## config.mk

```make
export PLATFORM = sky130hd
export DESIGN_NAME = idt_inject_top
export DESIGN_NICKNAME = d
export VERILOG_FILES = /design/src/idt_pkg.sv /design/src/idt_cfg_axil.sv /design/src/ie_capture.sv /design/src/ie_sequencer.sv /design/src/packet_builder.sv /design/src/fetch_select.sv /design/src/idt_inject_top.sv
export SDC_FILE = /design/constraint.sdc
export NUM_CORES = 1
export LEC_CHECK = 0
export BUFFER_PORTS_ARGS = -buffer_cell sky130_fd_sc_hd__clkbuf_2
export CORE_MARGIN = 1
export CORE_UTILIZATION = 30
export DETAILED_ROUTE_END_ITERATION = 16
export HOLD_SLACK_MARGIN = 0.02
export SETUP_SLACK_MARGIN = 0.4
export SLEW_MARGIN = 20
export SYNTH_ARGS = -nofsm -noshare
export SYNTH_HDL_FRONTEND = slang
export SYNTH_SLANG_ARGS = --single-unit
```

## constraint.sdc

```tcl
create_clock -name clk -period 7.76 [get_ports clk]
set_input_delay 0.776 -clock clk [delete_from_list [all_inputs] [get_ports clk]]
set_output_delay 0.776 -clock clk [all_outputs]
set_load 0.01 [all_outputs]
```

## src/idt_pkg.sv

```systemverilog
package idt_pkg;

    localparam logic [7:0] VEC_PROTECTION = 8'd13;
    localparam logic [7:0] VEC_PAGE_FAULT = 8'd14;
    localparam logic [7:0] VEC_INTERRUPT  = 8'd15;

    localparam logic [7:0]  OP_PUSH_IMM      = 8'h68;
    localparam logic [7:0]  OP_MOV_EAX_MOFFS = 8'ha1;
    localparam logic [15:0] OP_XCHG          = 16'h6693;   // XCHG AX, BX
    localparam logic [23:0] OP_SAR           = 24'hc1f804; // SAR EAX, 4
    localparam logic [23:0] OP_MOV_CS        = 24'h668ec8;
    localparam logic [15:0] OP_JMP           = 16'hffe3;   // JMP EBX
    localparam logic [7:0]  OP_RET_FAR       = 8'hcb;
    localparam logic [7:0]  OP_POP           = 8'h58;

    localparam logic [31:0] AXIL_REG_BASE   = 32'h0;
    localparam logic [31:0] AXIL_REG_STATUS = 32'h4;

    typedef struct packed {
        logic        valid;
        logic [2:0]  ie_type;  // Bit 0 protection, 1 page fault, 2 interrupt
        logic [31:0] eip;
        logic [17:0] eflags;
        logic [15:0] cs;
    } ie_event_t;

    typedef struct packed {
        logic [31:0] gate_addr;
        logic [31:0] gate_addr4;
        logic [17:0] eflags;
        logic [15:0] cs;
        logic [31:0] eip;
    } ie_frame_t;

    typedef struct packed {
        logic         injected;
        logic [127:0] data;
    } fetch_pkt_t;

    // Sequencer steps by increment through this order
    typedef enum logic [3:0] {
        STEP_IDLE, STEP_FLUSH, STEP_PUSH_EFLAGS, STEP_PUSH_CS, STEP_PUSH_EIP,
        STEP_LOAD_LO, STEP_LOAD_HI, STEP_EXCHANGE, STEP_SHIFT, STEP_MOV_CS,
        STEP_JUMP, STEP_WAIT_IRET, STEP_RET_FAR, STEP_POP_EFLAGS
    } pkt_step_t;

endpackage

```

## src/idt_cfg_axil.sv

```systemverilog
module idt_cfg_axil #(
    parameter logic [31:0] IDT_BASE_RESET = 32'h0
) (
    input  logic        clk,
    input  logic        reset,
    input  logic [31:0] awaddr,
    input  logic        awvalid,
    output logic        awready,
    input  logic [31:0] wdata,
    input  logic [3:0]  wstrb,
    input  logic        wvalid,
    output logic        wready,
    output logic        bvalid,
    output logic [1:0]  bresp,
    input  logic        bready,
    input  logic [31:0] araddr,
    input  logic        arvalid,
    output logic        arready,
    output logic [31:0] rdata,
    output logic        rvalid,
    output logic [1:0]  rresp,
    input  logic        rready,
    input  logic        taken,
    input  logic        servicing,
    output logic [31:0] idt_base
);

    logic        aw_held, w_held;
    logic [31:0] aw_addr_q, w_data_q;
    logic [3:0]  w_strb_q;
    logic [7:0]  taken_count;
    logic        aw_fire, w_fire, wr_go;
    logic [31:0] wr_addr, wr_data;
    logic [3:0]  wr_strb;

    assign awready = !aw_held && !bvalid;
    assign wready  = !w_held && !bvalid;
    assign aw_fire = awvalid && awready;
    assign w_fire  = wvalid && wready;
    assign wr_go   = (aw_held || aw_fire) && (w_held || w_fire);

    // Use the held copy when the beat came earlier
    assign wr_addr = aw_held ? aw_addr_q : awaddr;
    assign wr_data = w_held ? w_data_q : wdata;
    assign wr_strb = w_held ? w_strb_q : wstrb;

    always_ff @(posedge clk) begin
        if (aw_fire) aw_addr_q <= awaddr;
        if (w_fire) begin
            w_data_q <= wdata;
            w_strb_q <= wstrb;
        end
    end

    always_ff @(posedge clk) begin
        if (reset) begin
            aw_held  <= 1'b0;
            w_held   <= 1'b0;
            bvalid   <= 1'b0;
            idt_base <= IDT_BASE_RESET;
        end else begin
            if (wr_go) begin
                aw_held <= 1'b0;
                w_held  <= 1'b0;
                bvalid  <= 1'b1;
                if (wr_addr == idt_pkg::AXIL_REG_BASE) begin
                    for (int i = 0; i < 4; i++) begin
                        if (wr_strb[i]) idt_base[8*i +: 8] <= wr_data[8*i +: 8];
                    end
                end
            end else begin
                if (aw_fire) aw_held <= 1'b1;
                if (w_fire) w_held <= 1'b1;
                if (bvalid && bready) bvalid <= 1'b0;
            end
        end
    end

    assign arready = !rvalid;

    always_ff @(posedge clk) begin
        if (reset) begin
            rvalid <= 1'b0;
        end else if (arvalid && arready) begin
            rvalid <= 1'b1;
        end else if (rready) begin
            rvalid <= 1'b0;
        end
    end

    always_ff @(posedge clk) begin
        if (arvalid && arready) begin
            case (araddr)
                idt_pkg::AXIL_REG_BASE:   rdata <= idt_base;
                idt_pkg::AXIL_REG_STATUS: rdata <= {16'h0, taken_count, 7'h0, servicing};
                default:                  rdata <= 32'h0;
            endcase
        end
    end

    always_ff @(posedge clk) begin
        if (reset) taken_count <= 8'h0;
        else if (taken) taken_count <= taken_count + 8'h1;  // Wraps
    end

    assign bresp = 2'b00;
    assign rresp = 2'b00;

endmodule

```

## src/ie_capture.sv

```systemverilog
module ie_capture (
    input  logic                clk,
    input  logic                reset,
    input  logic                enable,
    input  idt_pkg::ie_event_t  wb_event,
    input  logic [31:0]         idt_base,
    input  logic                busy,
    output logic                start,
    output idt_pkg::ie_frame_t  frame,
    output logic                taken
);

    logic        accept;
    logic [7:0]  vector;
    logic [31:0] gate_addr;

    assign accept = wb_event.valid && enable && !busy;

    // Lowest set type bit wins
    always_comb begin
        if (wb_event.ie_type[0]) vector = idt_pkg::VEC_PROTECTION;
        else if (wb_event.ie_type[1]) vector = idt_pkg::VEC_PAGE_FAULT;
        else vector = idt_pkg::VEC_INTERRUPT;
    end

    assign gate_addr = idt_base + {21'h0, vector, 3'b000};  // Eight byte gates

    always_ff @(posedge clk) begin
        if (accept) begin
            frame.gate_addr  <= gate_addr;
            frame.gate_addr4 <= gate_addr + 32'd4;
            frame.eflags     <= wb_event.eflags;
            frame.cs         <= wb_event.cs;
            frame.eip        <= wb_event.eip;
        end
    end

    // Count pulse only while out of reset
    assign start = accept;
    assign taken = accept && !reset;

endmodule

```

## src/ie_sequencer.sv

```systemverilog
module ie_sequencer (
    input  logic               clk,
    input  logic               reset,
    input  logic               enable,
    input  logic               start,
    input  logic               iretd,
    input  logic               inject_ready,
    output idt_pkg::pkt_step_t step,
    output logic               inject_valid,
    output logic               flush_pipe,
    output logic               ptc_clear,
    output logic               ld_eip,
    output logic               is_pop_eflags,
    output logic               servicing
);

    idt_pkg::pkt_step_t step_next;
    logic               pkt_step;

    // Steps that offer a packet to fetch_select
    assign pkt_step = (step != idt_pkg::STEP_IDLE) &&
                      (step != idt_pkg::STEP_FLUSH) &&
                      (step != idt_pkg::STEP_WAIT_IRET);

    always_comb begin
        step_next = step;
        case (step)
            idt_pkg::STEP_IDLE: begin
                if (start) step_next = idt_pkg::STEP_FLUSH;
            end
            idt_pkg::STEP_FLUSH: begin
                step_next = idt_pkg::STEP_PUSH_EFLAGS;
            end
            idt_pkg::STEP_WAIT_IRET: begin
                if (iretd) step_next = idt_pkg::STEP_RET_FAR;
            end
            idt_pkg::STEP_POP_EFLAGS: begin
                if (inject_ready) step_next = idt_pkg::STEP_IDLE;
            end
            default: begin
                // Packet steps move on only when the packet is taken
                if (inject_ready) step_next = idt_pkg::pkt_step_t'(step + 4'd1);
            end
        endcase
    end

    always_ff @(posedge clk) begin
        if (reset) begin
            step <= idt_pkg::STEP_IDLE;
        end else if (enable) begin
            step <= step_next;
        end
    end

    assign inject_valid  = pkt_step && enable;  // No take while frozen
    assign flush_pipe    = (step == idt_pkg::STEP_FLUSH);
    assign ptc_clear     = flush_pipe;
    assign ld_eip        = (step == idt_pkg::STEP_JUMP) || (step == idt_pkg::STEP_RET_FAR);
    assign is_pop_eflags = (step == idt_pkg::STEP_POP_EFLAGS);
    assign servicing     = (step != idt_pkg::STEP_IDLE);

endmodule

```

## src/packet_builder.sv

```systemverilog
module packet_builder (
    input  idt_pkg::pkt_step_t step,
    input  idt_pkg::ie_frame_t frame,
    output idt_pkg::fetch_pkt_t pkt
);

    // Immediates go out little endian
    function automatic logic [31:0] swap32(input logic [31:0] word);
        return {word[7:0], word[15:8], word[23:16], word[31:24]};
    endfunction

    function automatic logic [127:0] op_imm(input logic [7:0] opcode, input logic [31:0] imm);
        return {opcode, swap32(imm), 88'h0};
    endfunction

    logic [127:0] data;

    always_comb begin
        case (step)
            idt_pkg::STEP_PUSH_EFLAGS:
                data = op_imm(idt_pkg::OP_PUSH_IMM, {14'h0, frame.eflags});
            idt_pkg::STEP_PUSH_CS:
                data = op_imm(idt_pkg::OP_PUSH_IMM, {16'h0, frame.cs});
            idt_pkg::STEP_PUSH_EIP:
                data = op_imm(idt_pkg::OP_PUSH_IMM, frame.eip);
            idt_pkg::STEP_LOAD_LO:
                data = op_imm(idt_pkg::OP_MOV_EAX_MOFFS, frame.gate_addr);
            idt_pkg::STEP_LOAD_HI:
                data = op_imm(idt_pkg::OP_MOV_EAX_MOFFS, frame.gate_addr4);
            idt_pkg::STEP_EXCHANGE:
                data = {idt_pkg::OP_XCHG, 112'h0};
            idt_pkg::STEP_SHIFT:
                data = {idt_pkg::OP_SAR, 104'h0};
            idt_pkg::STEP_MOV_CS:
                data = {idt_pkg::OP_MOV_CS, 104'h0};
            idt_pkg::STEP_JUMP:
                data = {idt_pkg::OP_JMP, 112'h0};
            idt_pkg::STEP_RET_FAR:
                data = {idt_pkg::OP_RET_FAR, 120'h0};
            idt_pkg::STEP_POP_EFLAGS:
                data = {idt_pkg::OP_POP, 120'h0};   // Loads EFLAGS on this path
            default:
                data = 128'h0;
        endcase
    end

    assign pkt.injected = 1'b1;
    assign pkt.data     = data;

endmodule

```

## src/fetch_select.sv

```systemverilog
module fetch_select (
    input  logic                clk,
    input  logic                reset,
    input  logic                servicing,
    input  logic                inject_valid,
    input  idt_pkg::fetch_pkt_t inject_pkt,
    output logic                inject_ready,
    input  logic                ibuf_valid,
    input  logic [127:0]        ibuf_pkt,
    output logic                ibuf_ready,
    output logic                dec_valid,
    output idt_pkg::fetch_pkt_t dec_pkt,
    input  logic                dec_ready
);

    idt_pkg::fetch_pkt_t src_pkt;
    logic                src_valid;
    logic                can_load;

    assign can_load     = !dec_valid || dec_ready;
    assign inject_ready = servicing && can_load;
    assign ibuf_ready   = !servicing && can_load;

    always_comb begin
        if (servicing) begin
            src_valid = inject_valid;
            src_pkt   = inject_pkt;
        end else begin
            src_valid        = ibuf_valid;
            src_pkt.injected = 1'b0;
            src_pkt.data     = ibuf_pkt;
        end
    end

    // One-entry output register
    always_ff @(posedge clk) begin
        if (reset) dec_valid <= 1'b0;
        else if (can_load) dec_valid <= src_valid;
    end

    always_ff @(posedge clk) begin
        if (can_load && src_valid) dec_pkt <= src_pkt;
    end

endmodule

```

## src/idt_inject_top.sv

```systemverilog
module idt_inject_top #(
    parameter logic [31:0] IDT_BASE_RESET = 32'h0000_1000
) (
    input  logic                clk,
    input  logic                reset,
    input  logic                enable,
    input  idt_pkg::ie_event_t  wb_event,
    input  logic                iretd,
    input  logic                ibuf_valid,
    input  logic [127:0]        ibuf_pkt,
    output logic                ibuf_ready,
    output logic                dec_valid,
    output idt_pkg::fetch_pkt_t dec_pkt,
    input  logic                dec_ready,
    input  logic [31:0]         awaddr,
    input  logic                awvalid,
    output logic                awready,
    input  logic [31:0]         wdata,
    input  logic [3:0]          wstrb,
    input  logic                wvalid,
    output logic                wready,
    output logic                bvalid,
    output logic [1:0]          bresp,
    input  logic                bready,
    input  logic [31:0]         araddr,
    input  logic                arvalid,
    output logic                arready,
    output logic [31:0]         rdata,
    output logic                rvalid,
    output logic [1:0]          rresp,
    input  logic                rready,
    output logic                flush_pipe,
    output logic                ptc_clear,
    output logic                ld_eip,
    output logic                is_pop_eflags,
    output logic                servicing
);

    logic [31:0]         idt_base;
    logic                start, taken;
    logic                inject_valid, inject_ready;
    idt_pkg::ie_frame_t  frame;
    idt_pkg::pkt_step_t  step;
    idt_pkg::fetch_pkt_t inject_pkt;

    idt_cfg_axil #(.IDT_BASE_RESET(IDT_BASE_RESET)) u_cfg (
        .clk(clk), .reset(reset),
        .awaddr(awaddr), .awvalid(awvalid), .awready(awready),
        .wdata(wdata), .wstrb(wstrb), .wvalid(wvalid), .wready(wready),
        .bvalid(bvalid), .bresp(bresp), .bready(bready),
        .araddr(araddr), .arvalid(arvalid), .arready(arready),
        .rdata(rdata), .rvalid(rvalid), .rresp(rresp), .rready(rready),
        .taken(taken), .servicing(servicing), .idt_base(idt_base)
    );

    ie_capture u_capture (
        .clk(clk), .reset(reset), .enable(enable),
        .wb_event(wb_event), .idt_base(idt_base), .busy(servicing),
        .start(start), .frame(frame), .taken(taken)
    );

    ie_sequencer u_seq (
        .clk(clk), .reset(reset), .enable(enable),
        .start(start), .iretd(iretd), .inject_ready(inject_ready),
        .step(step), .inject_valid(inject_valid),
        .flush_pipe(flush_pipe), .ptc_clear(ptc_clear), .ld_eip(ld_eip),
        .is_pop_eflags(is_pop_eflags), .servicing(servicing)
    );

    packet_builder u_builder (.step(step), .frame(frame), .pkt(inject_pkt));

    fetch_select u_fetch (
        .clk(clk), .reset(reset), .servicing(servicing),
        .inject_valid(inject_valid), .inject_pkt(inject_pkt), .inject_ready(inject_ready),
        .ibuf_valid(ibuf_valid), .ibuf_pkt(ibuf_pkt), .ibuf_ready(ibuf_ready),
        .dec_valid(dec_valid), .dec_pkt(dec_pkt), .dec_ready(dec_ready)
    );

endmodule

```

* Word-level counts from Yosys, hierarchy flattened
Cells that the tools add are included.
W data, S select, Z words.
** Cells by class
- $add $sub $neg :: 4
- Equal/unequal tests :: 19
- Muxes and demuxes :: 18
- Reductions and logical operators :: 40
** Operators by type and width (number)
- $pmux W128 S11 :: 1
- $mux W129 :: 1
- $logic_not A32 Y1 :: 2
- $mux W32 :: 2
- $pmux W32 S2 :: 1
- $add A32 B11 Y32 :: 1
- $add A32 B3 Y32 const B :: 1
- $eq A32 B3 Y1 const B :: 1
- $eq A4 B4 Y1 const B :: 6
- $mux W4 :: 5
- $eq A4 B3 Y1 const B :: 4
- $logic_and A1 B1 Y1 :: 16
- $pmux W4 S4 :: 1
- $reduce_and A3 Y1 :: 4
- $add A8 B1 Y8 const B :: 1
- $eq A4 B2 Y1 const B :: 2
- $mux W8 :: 1
- $reduce_bool A4 Y1 :: 2
- $logic_not A1 Y1 :: 7
- $mux W1 :: 6
- $reduce_and A5 Y1 :: 1
- $add A4 B1 Y4 const B :: 1
- $eq A4 B1 Y1 const B :: 1
- $logic_not A4 Y1 :: 1
- 7 further kinds :: 12
** Word-level totals
- Register bits :: 408
- Input bits :: 309
- Output and inout bits :: 177

* Longest topological paths before layout
- Depth after elaboration :: 6
- Mapped depth :: 12
- Mapped depth without buffers :: 11

* Modules after synthesis
A second synthesis with hierarchy kept.
** Second synthesis, totals
- Cell total of the unflattened synthesis :: 1382
- Area, all modules :: 19575.0 sq um
** Modules (own cells, without submodules)
- idt_cfg_axil :: times used 1, cells each 430, area each 5889.4 sq um, seq. area each 3883.7 sq um
- fetch_select :: times used 1, cells each 281, area each 5809.3 sq um, seq. area each 3893.7 sq um
- ie_capture :: times used 1, cells each 326, area each 5372.7 sq um, seq. area each 3843.7 sq um
- packet_builder :: times used 1, cells each 297, area each 2088.3 sq um, seq. area each 0.0 sq um
- ie_sequencer :: times used 1, cells each 48, area each 415.4 sq um, seq. area each 80.1 sq um

* Worst setup path after synthesis
Ideal clock, no wire load.
- Path kind :: register to register
- Start point :: register u_seq.step[0]
- End point :: register, netlist name u_fetch.dec_pkt[0]
- Library setup time :: 0.619 ns
- Arrival time :: 6.609 ns
- Required time :: 7.141 ns
- Slack :: 0.533 ns
- Cell stages (with the launch flop) :: 7
- Clock period less this slack :: 7.227 ns
- Path through :: dfxtp_1 inv_1 ha_1 and2_1 clkbuf_1 a22oi_1 nor2_1
** On the way
- Longest elaborated chain between the ends :: 6
- Elaborated cells on any way between the ends :: 8
- Classes of those cells :: eq/ne: 2; mux: 1; reduce/logical: 5
** Ends and longest elaborated chain
- start, declared :: RTL line ie_sequencer.sv:8 : output idt_pkg::pkt_step_t step,
- start signal, assigned :: RTL line ie_sequencer.sv:49 : step <= idt_pkg::STEP_IDLE;
- start signal, assigned :: RTL line ie_sequencer.sv:51 : step <= step_next;
- $ne A4 B1 Y1 or $reduce_bool A4 Y1 (tied branches) :: RTL line ie_sequencer.sv:22, ie_sequencer.sv:21, ie_sequencer.sv:60
- $logic_and A1 B1 Y1 :: RTL line ie_sequencer.sv:21 : assign pkt_step = (step != idt_pkg::STEP_IDLE) &&
- $logic_and A1 B1 Y1 :: RTL line ie_sequencer.sv:22 : (step != idt_pkg::STEP_FLUSH) &&
- $logic_and A1 B1 Y1 :: RTL line ie_sequencer.sv:55 : assign inject_valid = pkt_step && enable;
- $mux W1 * :: RTL line fetch_select.sv:25 : if (servicing) begin
- $logic_and A1 B1 Y1 * :: RTL line fetch_select.sv:42 : if (can_load && src_valid) dec_pkt <= src_pkt;
Mark *: on every way between the ends. The rest lies on a longest branch, timed or not.
A chain may end at the register's enable or synchronous reset.

* Worst setup path in the final report
- Start point :: register u_seq.step[0]
- End point :: output ibuf_ready
** On the way
- Longest elaborated chain between the ends :: 3
** Ends and longest elaborated chain
- $reduce_bool A4 Y1 :: RTL line ie_sequencer.sv:60 : assign servicing = (step != idt_pkg::STEP_IDLE);
- $logic_not A1 Y1 :: RTL line fetch_select.sv:22 : assign ibuf_ready = !servicing && can_load;
- $logic_and A1 B1 Y1 :: RTL line fetch_select.sv:22
- end, declared :: RTL line idt_inject_top.sv:11 : output logic ibuf_ready,
Every way passes these cells.

==> metrics.txt <==
status completed; Max VDD drop a little under 0.2 mV; Hold Vio Cnt, Final 0; synthesized flop and latch total a little over 400; DRC errors left 0; Vias about 12000; crit-path max FO ~110; number of port buffers 480; Area contributors post-synth edfxtp_1, dfxtp_1, and3_1; Worst Tran Pin Value around 1 ns; internal cell power around 0.0044 W; Hold Path Depth 1; post-CTS setup buffers 0; worst min-delay path class input pin to register; YS warnings 0; area occupied by multi-input gates between 4000 and 5000 sq um; number of enable flip-flop cells after synthesis ~360; switching portion of total power between 20% and 30%; PD cells approximately 270 nW/um^2; max-slew violation count 0; antenna violations before repair 11; RSZ-0062 raised after global routing no; met3 GRT Util 4.701%; CTS tree built; gr busiest metal met2; Core Util, Final just under 40%; H-tree levels 2; Pre-antenna DRT Iters 5; floorplan row count a little under 90; post-cts gate resize count 0; Initial DRC Count between 500 and 600; top_reg_cell synth edfxtp_1; Clock Latency Late Sink 0.59 ns; routability congestion estimate about 0.8; TritonCTS Buffers 47; DIE AREA between 50000 and 60000 sq um; proportion of power drawn by combinational gates between 10% and 20%; slew margin rel. 33.48%; synthesized instance count around 1200; ys async rst share 0%; antenna viol nets, final 0; synth unique cells 70; I/O pins 486; vias in the first global route 11610; Layout Cells excl Fill between 2000 and 3000; grt total ovfl 0; reg2reg path depth 7; met1 usage between 15 and 20%; Placeable Area between 50000 and 60000 sq um; met2 Use GR roughly 28%; CP Data Arrival Time slightly above 3 ns; WL/cell 19.78 um; Final Instance Area 21840 sq um; sw power around 0.0016 W; # Max-Cap Violations 0; final worst path period share approximately half; root buffer cell clkbuf_16; first-pass GRT wire length roughly 71 mm; HPWL after DPL about 37 mm; placed insts ~2400; final WL 49.47 mm; Seq/Total Area, Yosys approximately 70%; Setup TNS 0 ns; average vias per placed instance between 4 and 5; Final Power approximately 0.0059 W; Fmax achieved roughly 260 MHz; Avg Cell Area, Syn 13.77 sq um; post-layout minimum cycle time between 3 and 4 ns; leakage about 8.9 nW; Fin Clk Skew approximately 0.025 ns; clk slew on worst S/H paths approximately 0.06 ns; Fillers about 5500; crit end category output pin; Cell Area, Placed roughly 20000 sq um; final setup vio count 0; gr usage total around 16%; Synth top area share 62.68%; Initial Util a little under a third; nets 2020; Reg area between 10000 and 15000 sq um; # clock sinks slightly above 400; CP required ~7.0 ns; Clock power frac a little under two fifths; critical path type register to output pin; die height 240.8 um; Post-CTS Hold Buffers 0; crit start category register; CTS max path bufs 3; largest net degree at the start of global routing between 100 and 150; Area growth, synth to finish 27.71%; Sequential Power Share roughly 48%; layout cells sized above 1 between 30% and 40%; mapped cell area 17100 sq um; Die Span X about 240 um; post-synth top area cell edfxtp_1
## cell families after synthesis
group                    count (synthesis)  share of synthesized area (%)
AND/OR/NAND/NOR                        423                          13.64
adder cells (fa/ha/maj)                  9                         0.7023
XOR/XNOR                                56                          2.912
flip-flops                             406                          68.42
multiplexers                            71                          4.360
AO/OA/AOI/OAI                          163                          7.126
other                                    1                        0.02193
buffers and inverters                  113                          2.824
## cell usage in the layout, fill, tap and decap left out, drive strengths merged, types with 6 or more instances in the layout
cell type | synthesis | routed
clkinv | 0 | 14
a21oi | 19 | 19
a41oi | 7 | 7
nand3 | 18 | 18
nand2 | 57 | 57
dfxtp | 49 | 49
mux2 | 28 | 28
nor2 | 104 | 104
mux2i | 43 | 43
a211oi | 11 | 11
or2 | 8 | 8
a31oi | 12 | 12
a222oi | 6 | 6
buf | 24 | 18
nor3b | 6 | 6
and2 | 29 | 29
xor2 | 29 | 29
inv | 23 | 28
xnor2 | 27 | 27
nor3 | 24 | 24
and3 | 97 | 97
o21ai | 18 | 18
nor2b | 8 | 8
nor4 | 28 | 28
a22oi | 55 | 55
clkbuf | 66 | 539
edfxtp | 357 | 357
nand2b | 6 | 6
ha | 8 | 8
nand4 | 20 | 20
## power by group through the flow
stage / combinational, W / sequential (W) / clock, W
final: 0.000878 / 0.00283 / 0.00224
after CTS: 0.000894 / 0.00283 / 0.00232
after global routing: 0.000974 / 0.00285 / 0.00238
after global placement: 0.000881 / 0.00287 / 0
after detailed placement: 0.000891 / 0.00288 / 0
after floorplan: 0.000377 / 0.00298 / 0
## flip-flops by register name, indices dropped and copies added (netlist names)
register,flops
u_capture.frame,128
u_cfg.taken_count,8
u_cfg.w_data_q,32
u_cfg.bvalid,1
u_fetch.dec_valid,1
u_cfg.aw_held,1
u_cfg.w_strb_q,4
u_fetch.dec_pkt,129
u_cfg.rdata,32
u_cfg.rvalid,1
u_cfg.idt_base,32
u_seq.step,4
u_cfg.aw_addr_q,32
u_cfg.w_held,1
## cell type report
| cell class | instances | area share, % |
|---|---|---|
| Inverter | 23 | 0.3953 |
| Clock inverter | 28 | 1.398 |
| Multi-Input combinational cell | 726 | 22.79 |
| Antenna cell | 5 | 0.05728 |
| Tap cell | 756 | 4.331 |
| Timing Repair Buffer | 498 | 11.67 |
| Clock buffer | 59 | 5.780 |
| Sequential cell | 406 | 53.58 |
## path summary, 6_finish.rpt
check                           slack [ns]              start                   to
worst max register to register        4.20      u_seq.step[0]  u_capture.frame[57]
worst min register to register        0.49  u_cfg.idt_base[1]  u_capture.frame[67]
worst max-delay path                  3.95      u_seq.step[0]           ibuf_ready
worst min-delay path                  0.36       wb_event[54]  u_capture.frame[20]
## cell usage after synthesis, types with 4 or more instances
cell type / count
edfxtp_1: 357
nor2_1: 104
and3_1: 97
clkbuf_1: 66
nand2_1: 57
a22oi_1: 55
dfxtp_1: 49
mux2i_1: 43
xor2_1: 29
and2_1: 28
mux2_2: 28
nor4_1: 26
xnor2_1: 26
inv_1: 23
nand4_1: 19
nor3_1: 19
o21ai_0: 18
a21oi_1: 17
nand3_1: 15
buf_4: 13
a31oi_1: 12
a211oi_1: 10
buf_2: 8
ha_1: 8
nor2b_1: 8
or2_2: 8
a41oi_1: 7
a222oi_1: 6
nand2b_1: 6
nor3_2: 5
nor3b_1: 5
a21o_1: 4
a221oi_1: 4
o31ai_1: 4
## through the flow
| step | worst slack, ns | hold WS, ns |
|---|---|---|
| after floorplan | 0.5325 | 0.4217 |
| after global placement | 3.495 | 0.4991 |
| after detailed placement | 3.488 | 0.4918 |
| after CTS | 3.872 | 0.3196 |
| after global routing | 3.695 | 0.3274 |
| final | 3.946 | 0.3645 |
## worst max-delay path, stage by stage (launching register included)
cell and delay, ns:
dfxtp_1 0.36, inv_1 0.12, ha_2 0.17, buf_4 0.64
and2_1 0.23, buf_4 0.33, inv_1 0.11, buf_4 0.23
nor2_1 0.12, clkbuf_2 0.13
## routing by layer
layer  vias to the layer above  share of wire [%]  wire (um)
li1                       5647                  -          -
met1                      5680                 41      20310
met2                       463                 48      23990
met3                        85                7.9       3888
met4                        12                2.5       1216
met5                         -               0.14         67
(Power assumes the default switching activity.)
